$ cat src/verilog/gateway_tag_cfg.svh
`ifndef GATEWAY_TAG_CFG_SVH
`define GATEWAY_TAG_CFG_SVH

////////////////////////////////////////////////////////////////////////////
// Packet format

// Client ID field, sent LSB first after the start bit
`define GW_TAG_ID_W 4

// Every packet carries exactly this many payload bits
`define GW_TAG_PAYLOAD_W 5

////////////////////////////////////////////////////////////////////////////
// Node coordinates and client map

`define GW_CORE_DID_W 4
`define GW_HOST_DID_W 3

`define GW_CORE_CLIENT_ID 0
`define GW_HOST_CLIENT_ID 1
`define GW_NUM_CLIENTS    2

`endif

$ cat src/verilog/gateway_tag_pkg.sv
`include "gateway_tag_cfg.svh"

package gateway_tag_pkg;

  ////////////////////////////////////////////////////////////////////////////
  // Client payloads

  // First declared field is the MSB, so reset is the last bit on the wire
  typedef struct packed
  {
    logic                      reset;
    logic [`GW_CORE_DID_W-1:0] did;
  } core_tag_payload_t;

  // Host node also carries the skip-init flag in bit 0
  typedef struct packed
  {
    logic                      reset;
    logic [`GW_HOST_DID_W-1:0] did;
    logic                      cfg_skip;
  } host_tag_payload_t;

  ////////////////////////////////////////////////////////////////////////////
  // Tag master FSM

  // IDLE waits for a start bit
  // ID collects the client ID
  // PAYLOAD steers data bits to the selected client
  typedef enum logic [1:0]
  {
    IDLE,
    ID,
    PAYLOAD
  } tag_master_state_t;

endpackage
$ cat src/verilog/gateway_reset_sequencer.sv
`timescale 1ns/100ps
`include "gateway_tag_cfg.svh"

module gateway_reset_sequencer
  (input  logic                              clk_i
  ,input  logic                              rst_n_i
  ,input  logic                              trace_done_i

  ,input  gateway_tag_pkg::core_tag_payload_t core_payload_i
  ,input  logic                              core_new_i

  ,input  gateway_tag_pkg::host_tag_payload_t host_payload_i
  ,input  logic                              host_new_i

  ,output logic                              core_reset_o
  ,output logic                              host_reset_o
  ,output logic [`GW_HOST_DID_W-1:0]         host_my_cord_o
  ,output logic [`GW_CORE_DID_W-1:0]         host_dst_cord_o
  ,output logic                              cfg_skip_o
  ,output logic                              link_up_o
  );

  logic core_seen_q, host_seen_q;
  logic core_seen, host_seen;
  logic core_reset_n, host_reset_n;

  ////////////////////////////////////////////////////////////////////////////
  // Client presence

  // A new pulse counts as seen in the same cycle
  assign core_seen = core_seen_q | core_new_i;
  assign host_seen = host_seen_q | host_new_i;

  always_ff @(posedge clk_i or negedge rst_n_i)
  begin
    if (!rst_n_i)
    begin
      core_seen_q <= 1'b0;
      host_seen_q <= 1'b0;
    end
    else
    begin
      core_seen_q <= core_seen;
      host_seen_q <= host_seen;
    end
  end

  ////////////////////////////////////////////////////////////////////////////
  // Node resets and link status

  // Held in reset until the trace is done and the node has been configured
  assign core_reset_n = core_payload_i.reset | ~trace_done_i | ~core_seen;
  assign host_reset_n = host_payload_i.reset | ~trace_done_i | ~host_seen;

  always_ff @(posedge clk_i or negedge rst_n_i)
  begin
    if (!rst_n_i)
    begin
      core_reset_o    <= 1'b1;
      host_reset_o    <= 1'b1;
      host_my_cord_o  <= '0;
      host_dst_cord_o <= '0;
      cfg_skip_o      <= 1'b0;
      link_up_o       <= 1'b0;
    end
    else
    begin
      core_reset_o    <= core_reset_n;
      host_reset_o    <= host_reset_n;
      host_my_cord_o  <= host_payload_i.did;
      host_dst_cord_o <= core_payload_i.did;
      cfg_skip_o      <= host_payload_i.cfg_skip;
      link_up_o       <= ~core_reset_n & ~host_reset_n;
    end
  end

endmodule

$ cat src/verilog/gateway_tag_client.sv
`timescale 1ns/100ps

module gateway_tag_client
  #(parameter type payload_t = logic [4:0])
  (input  logic     clk_i
  ,input  logic     rst_n_i
  ,input  logic     tag_bit_i
  ,input  logic     shift_i
  ,input  logic     commit_i
  ,output payload_t payload_o
  ,output logic     new_o
  );

  localparam int width_lp = $bits(payload_t);

  logic [width_lp-1:0] shift_q;

  ////////////////////////////////////////////////////////////////////////////
  // Receive shifter

  // LSB arrives first, so bits move down from the top
  always_ff @(posedge clk_i)
  begin
    if (shift_i)
      shift_q <= {tag_bit_i, shift_q[width_lp-1:1]};
  end

  ////////////////////////////////////////////////////////////////////////////
  // Committed word

  // Only a complete packet reaches the output
  always_ff @(posedge clk_i or negedge rst_n_i)
  begin
    if (!rst_n_i)
    begin
      payload_o <= '0;
      new_o     <= 1'b0;
    end
    else
    begin
      new_o <= commit_i;
      if (commit_i)
        payload_o <= payload_t'(shift_q);
    end
  end

endmodule

$ cat src/verilog/gateway_tag_ctrl.sv
`timescale 1ns/100ps
`include "gateway_tag_cfg.svh"

module gateway_tag_ctrl
  (input  logic                      clk_i
  ,input  logic                      rst_n_i
  ,input  logic                      tag_en_i
  ,input  logic                      tag_data_i
  ,input  logic                      trace_done_i

  ,output logic                      core_reset_o
  ,output logic                      host_reset_o
  ,output logic [`GW_HOST_DID_W-1:0] host_my_cord_o
  ,output logic [`GW_CORE_DID_W-1:0] host_dst_cord_o
  ,output logic                      cfg_skip_o
  ,output logic                      link_up_o
  );

  import gateway_tag_pkg::*;

  logic                       tag_bit_lo;
  logic [`GW_NUM_CLIENTS-1:0] shift_lo;
  logic [`GW_NUM_CLIENTS-1:0] commit_lo;

  core_tag_payload_t core_payload_lo;
  logic              core_new_lo;
  host_tag_payload_t host_payload_lo;
  logic              host_new_lo;

  ////////////////////////////////////////////////////////////////////////////
  // Tag master

  gateway_tag_master master
    (.clk_i      (clk_i)
    ,.rst_n_i    (rst_n_i)
    ,.tag_en_i   (tag_en_i)
    ,.tag_data_i (tag_data_i)
    ,.tag_bit_o  (tag_bit_lo)
    ,.shift_o    (shift_lo)
    ,.commit_o   (commit_lo)
    );

  ////////////////////////////////////////////////////////////////////////////
  // Tag clients

  gateway_tag_client #(.payload_t(core_tag_payload_t)) core_client
    (.clk_i     (clk_i)
    ,.rst_n_i   (rst_n_i)
    ,.tag_bit_i (tag_bit_lo)
    ,.shift_i   (shift_lo[`GW_CORE_CLIENT_ID])
    ,.commit_i  (commit_lo[`GW_CORE_CLIENT_ID])
    ,.payload_o (core_payload_lo)
    ,.new_o     (core_new_lo)
    );

  gateway_tag_client #(.payload_t(host_tag_payload_t)) host_client
    (.clk_i     (clk_i)
    ,.rst_n_i   (rst_n_i)
    ,.tag_bit_i (tag_bit_lo)
    ,.shift_i   (shift_lo[`GW_HOST_CLIENT_ID])
    ,.commit_i  (commit_lo[`GW_HOST_CLIENT_ID])
    ,.payload_o (host_payload_lo)
    ,.new_o     (host_new_lo)
    );

  ////////////////////////////////////////////////////////////////////////////
  // Reset sequencing

  gateway_reset_sequencer sequencer
    (.clk_i           (clk_i)
    ,.rst_n_i         (rst_n_i)
    ,.trace_done_i    (trace_done_i)
    ,.core_payload_i  (core_payload_lo)
    ,.core_new_i      (core_new_lo)
    ,.host_payload_i  (host_payload_lo)
    ,.host_new_i      (host_new_lo)
    ,.core_reset_o    (core_reset_o)
    ,.host_reset_o    (host_reset_o)
    ,.host_my_cord_o  (host_my_cord_o)
    ,.host_dst_cord_o (host_dst_cord_o)
    ,.cfg_skip_o      (cfg_skip_o)
    ,.link_up_o       (link_up_o)
    );

endmodule

$ cat src/verilog/gateway_tag_master.sv
`timescale 1ns/100ps
`include "gateway_tag_cfg.svh"

module gateway_tag_master
  (input  logic                       clk_i
  ,input  logic                       rst_n_i
  ,input  logic                       tag_en_i
  ,input  logic                       tag_data_i
  ,output logic                       tag_bit_o
  ,output logic [`GW_NUM_CLIENTS-1:0] shift_o
  ,output logic [`GW_NUM_CLIENTS-1:0] commit_o
  );

  import gateway_tag_pkg::*;

  localparam int cnt_max_lp = (`GW_TAG_PAYLOAD_W > `GW_TAG_ID_W)
                              ? `GW_TAG_PAYLOAD_W : `GW_TAG_ID_W;
  localparam int cnt_w_lp   = $clog2(cnt_max_lp);

  tag_master_state_t          state_q, state_n;
  logic [cnt_w_lp-1:0]        cnt_q, cnt_n;
  logic [`GW_TAG_ID_W-1:0]    id_q;
  logic [`GW_TAG_ID_W-1:0]    id_full;
  logic [`GW_NUM_CLIENTS-1:0] sel_q, sel_n;
  logic [`GW_NUM_CLIENTS-1:0] shift_n, commit_n;
  logic                       last_q, last_n;
  logic                       id_done, payload_done;

  // Client i answers to ID i, anything else selects nobody
  function automatic logic [`GW_NUM_CLIENTS-1:0] decode_id
    (input logic [`GW_TAG_ID_W-1:0] id);
    logic [`GW_NUM_CLIENTS-1:0] hot;
    hot = '0;
    for (int i = 0; i < `GW_NUM_CLIENTS; i++)
    begin
      if (int'(id) == i)
        hot[i] = 1'b1;
    end
    return hot;
  endfunction

  ////////////////////////////////////////////////////////////////////////////
  // Packet FSM

  // Full ID including the bit arriving this cycle
  assign id_full      = {tag_data_i, id_q[`GW_TAG_ID_W-1:1]};
  assign id_done      = (cnt_q == cnt_w_lp'(`GW_TAG_ID_W - 1));
  assign payload_done = (cnt_q == cnt_w_lp'(`GW_TAG_PAYLOAD_W - 1));

  always_comb
  begin
    state_n = state_q;
    cnt_n   = cnt_q;
    sel_n   = sel_q;
    last_n  = 1'b0;
    case (state_q)
      IDLE:
      begin
        cnt_n = '0;
        if (tag_en_i && tag_data_i)
          state_n = ID;
      end
      ID:
      begin
        if (!tag_en_i)
          state_n = IDLE;
        else if (id_done)
        begin
          state_n = PAYLOAD;
          cnt_n   = '0;
          sel_n   = decode_id(id_full);
        end
        else
          cnt_n = cnt_q + 1'b1;
      end
      PAYLOAD:
      begin
        // Enable drop aborts, last_n stays low so nothing commits
        if (!tag_en_i)
          state_n = IDLE;
        else if (payload_done)
        begin
          state_n = IDLE;
          last_n  = 1'b1;
        end
        else
          cnt_n = cnt_q + 1'b1;
      end
      default:
        state_n = IDLE;
    endcase
  end

  assign shift_n  = (state_q == PAYLOAD && tag_en_i) ? sel_q : '0;
  assign commit_n = last_q ? sel_q : '0;

  ////////////////////////////////////////////////////////////////////////////
  // Registers

  always_ff @(posedge clk_i or negedge rst_n_i)
  begin
    if (!rst_n_i)
    begin
      state_q  <= IDLE;
      cnt_q    <= '0;
      sel_q    <= '0;
      last_q   <= 1'b0;
      shift_o  <= '0;
      commit_o <= '0;
    end
    else
    begin
      state_q  <= state_n;
      cnt_q    <= cnt_n;
      sel_q    <= sel_n;
      last_q   <= last_n;
      shift_o  <= shift_n;
      commit_o <= commit_n;
    end
  end

  always_ff @(posedge clk_i)
  begin
    if (state_q == ID && tag_en_i)
      id_q <= id_full;
    if (state_q == PAYLOAD && tag_en_i)
      tag_bit_o <= tag_data_i;
  end

endmodule

$ cat config.mk
export PLATFORM = sky130hd
export DESIGN_NAME = gateway_tag_ctrl
export DESIGN_NICKNAME = d
export VERILOG_FILES = /design/src/verilog/gateway_tag_pkg.sv /design/src/verilog/gateway_reset_sequencer.sv /design/src/verilog/gateway_tag_client.sv /design/src/verilog/gateway_tag_ctrl.sv /design/src/verilog/gateway_tag_master.sv
export VERILOG_INCLUDE_DIRS = /design/src /design/src/verilog
export SDC_FILE = /design/constraint.sdc
export NUM_CORES = 1
export LEC_CHECK = 0
export BUFFER_PORTS_ARGS = -buffer_cell sky130_fd_sc_hd__buf_2
export CAP_MARGIN = 20
export CORE_MARGIN = 10
export CORE_UTILIZATION = 57
export CTS_CLUSTER_SIZE = 25
export DETAILED_ROUTE_END_ITERATION = 16
export PLACE_DENSITY = 0.82
export SYNTH_ARGS = -nofsm -noshare
export SYNTH_HDL_FRONTEND = slang
export SYNTH_SLANG_ARGS = --single-unit
export TNS_END_PERCENT = 5
$ cat constraint.sdc
create_clock -name clk_i -period 1.92 [get_ports clk_i]
set_input_delay 0.384 -clock clk_i [delete_from_list [all_inputs] [get_ports clk_i]]
set_output_delay 0.384 -clock clk_i [all_outputs]
set_load 0.1 [all_outputs]
==> results.json <==
{
  "cts.repair.resized": 0,
  "status": "finished clean",
  "maxCapViolCount": 0,
  "drv_slew": 0,
  "placed_cell_area_mm2": 0.00200,
  "timing.fmax_mhz": 574,
  "viasPerCell": 5.16,
  "synthToLayoutAreaGrowth_pct": 10.6,
  "die_w_um": 77.3,
  "worstHoldPathType": "in -> async",
  "arrival_ns": 1.99,
  "p_per_area_mw_per_mm2": 975,
  "synth-warning-count": 0,
  "synthCells": 117,
  "htreeDepth": 2,
  "grt_pass1_vias": 1029,
  "antenna_cells": 0,
  "cp_top_family": "flip-flops",
  "drc": 0,
  "std_cell_rows": 20,
  "wl_per_cell_um": 14.5,
  "finalCriticalPeriod_ns": 1.74,
  "avgSynthCellArea_um2": 16.0,
  "setup_tns_ns": 0,
  "port_buffers": 15,
  "rr_worst_depth": 5,
  "yosysTopAreaCell": "dfrtp_1",
  "numClockSinks": 51,
  "max-clock-path-buffers": 2,
  "fillers": 252,
  "leakage_nw": 0.986,
  "multi_input_comb_area_um2": 484,
  "drt_wl_total_um": 2660,
  "vias": 949,
  "rsz0062_at_grt": "no",
  "path_clk_slew_ns": 0.14,
  "io_pins": 16,
  "tightest_slew_ns": 0.765,
  "clock_latency_ns": 0.36,
  "start_util_pct": 60.3,
  "grt_start_max_net_pins": 38,
  "ys_seq_area_share_pct": 72.1,
  "vdd_drop_max_mv": 0.521,
  "gp_congestion": 0.842,
  "critical_path_class": "reg -> reg",
  "grt_usage_pct": 9.74,
  "cp-start-kind": "flop",
  "crit_buf_inv": 1,
  "period_share_pct": 90.7,
  "worstPathRequired_ns": 2.17,
  "cp-end-kind": "flop",
  "synthTopCellsByArea": "dfrtp_1 47%, edfxtp_1 22%, ha_1 6.0%",
  "cts_setup_buffers": 0,
  "path_max_fanout": 8,
  "die_h_um": 77.3,
  "fin_nets": 153,
  "hold_buffers": 0,
  "synth_cell_types": 29,
  "detail-route-antenna-nets": 0,
  "synth-seq-cells": 51,
  "die-area_mm2": 0.00597,
  "critical_path_cell_count": 5,
  "yosysTopAreaCellShare_pct": 46.8,
  "postLayoutCellArea_mm2": 0.00207,
  "relSlewSlack_pct": 49.0,
  "ff_latch_area_mm2": 0.00135,
  "slowest_delay_ns": 0.42,
  "antenna_found_initial": 0,
  "dpl.hpwl_um": 1980,
  "crit_chain": "inv_1 > ha_1 > and2_4 > a221oi_2 > mux2_2",
  "core_mm2": 0.00310,
  "fin_skew_ns": 0.0155,
  "synth_fp_nets": 131,
  "syn_area_mm2": 0.00187,
  "setup_violations": 0,
  "hold_viol": 0,
  "cts_buffers": 5,
  "grt_overflow": 0,
  "cts_tree": "done",
  "crit_path_top_delay_cell": "dfrtp_1",
  "hold-worst-slack_ns": 0.0708,
  "grt_pass1_wl_um": 4640,
  "drt-pass1-iter-count": 4,
  "drt_iter0_markers": 81,
  "drive_gt1_share_pct": 30.0,
  "ctsRootBufferMaster": "clkbuf_4"
}
metrics by stage:
stage                     util (%)  worst slack (ns)  power (mW)  instances
after floorplan                  -             0.332        1.46        117
after global placement        64.5             0.269        1.52        176
after detailed placement      64.5             0.176        1.55        176
after CTS                     66.7             0.160        2.05        184
after global routing          66.7            0.0990        2.14        184
final                         66.7             0.178        2.02        184
flip-flops by register name, indices dropped and copies added, names as in the netlist, 2 cells and up:
name,cells
core_client.shift_q,5
master.sel_q,2
core_client.payload_o,5
sequencer.host_my_cord_o,3
sequencer.host_dst_cord_o,4
master.commit_o,2
master.id_q,3
master.cnt_q,3
host_client.payload_o,5
host_client.shift_q,5
master.shift_o,2
master.state_q,2
cell families (layout without fill, tap and decap cells):
group,Yosys count,after routing,synth area share (%)
fa+ha+maj,9,9,6.02
buf+inv,10,33,2.01
compound gates,14,14,6.49
mux,11,11,6.49
simple gates,22,22,6.89
flops,51,51,72.1
cells in the mapped netlist:
library cell,number
dfrtp_1,35
edfxtp_1,14
inv_1,10
ha_1,9
mux2_2,9
and2_1,4
nand2_1,3
nand3_1,3
o21ai_0,3
a22o_1,2
and3_2,2
dfstp_2,2
mux2i_1,2
nor2_1,2
o211ai_1,2
or2_2,2
a211oi_1,1
a21boi_0,1
a221oi_2,1
a2bb2oi_1,1
a311oi_2,1
and2_2,1
and2_4,1
and2b_1,1
and3_1,1
nor2b_1,1
nor4_1,1
o21ba_1,1
o32a_1,1
metal layers:
layer  wire length [µm]  vias to the layer above  global-route usage (%)  part of all wire, %
li1                   -                      452                       -                    -
met1               1190                      471                    10.8                   45
met2               1300                       20                    15.6                   49
met3                134                        6                    4.20                  5.0
met4                 46                        0                    4.74                  1.7
met5                  0                        -                       0                    0
power by group:
| group | internal (mW) | switching (mW) | total, mW | leakage, nW |
|---|---|---|---|---|
| Sequential | 1.17 | 0.0443 | 1.21 | 0.633 |
| Combinational | 0.137 | 0.173 | 0.310 | 0.319 |
| Clock | 0.181 | 0.314 | 0.495 | 0.0345 |
| Total | 1.49 | 0.531 | 2.02 | 0.986 |
layout make-up:
class | instances | area share (%)
tap | 44 | 2.66
multi-input combinational | 56 | 23.4
clock buffer | 6 | 2.48
timing repair buffer | 15 | 3.63
sequential | 51 | 65.2
clock inverter | 2 | 0.786
inverter | 10 | 1.81
worst paths after layout:
check                                         start                            to  slack [ns]
setup reg to reg                  master.state_q[0]             master.state_q[0]        0.18
min in group clk_i                     trace_done_i        sequencer.core_reset_o        0.19
hold / removal                              rst_n_i  sequencer.host_dst_cord_o[0]        0.07
max in group asynchronous                   rst_n_i               master.cnt_q[2]        1.35
setup / recovery                  master.state_q[0]             master.state_q[0]        0.18
hold reg to reg            core_client.payload_o[2]  sequencer.host_dst_cord_o[2]        0.38
cell usage in the layout (no fill, tap or decap), types with 2 or more instances in the layout:
| master | synthesis | layout |
|---|---|---|
| ha_1 | 9 | 9 |
| and3_2 | 2 | 2 |
| nand3_1 | 3 | 3 |
| dfstp_2 | 2 | 2 |
| o211ai_1 | 2 | 2 |
| mux2_2 | 9 | 9 |
| nor2_1 | 2 | 2 |
| dfrtp_1 | 35 | 35 |
| and2_1 | 4 | 4 |
| mux2i_1 | 2 | 2 |
| nand2_1 | 3 | 3 |
| buf_2 | 0 | 15 |
| edfxtp_1 | 14 | 14 |
| a22o_1 | 2 | 2 |
| or2_2 | 2 | 2 |
| clkbuf_4 | 0 | 5 |
| o21ai_0 | 3 | 3 |
| inv_1 | 10 | 10 |
Power figures use the tool's default switching activity.
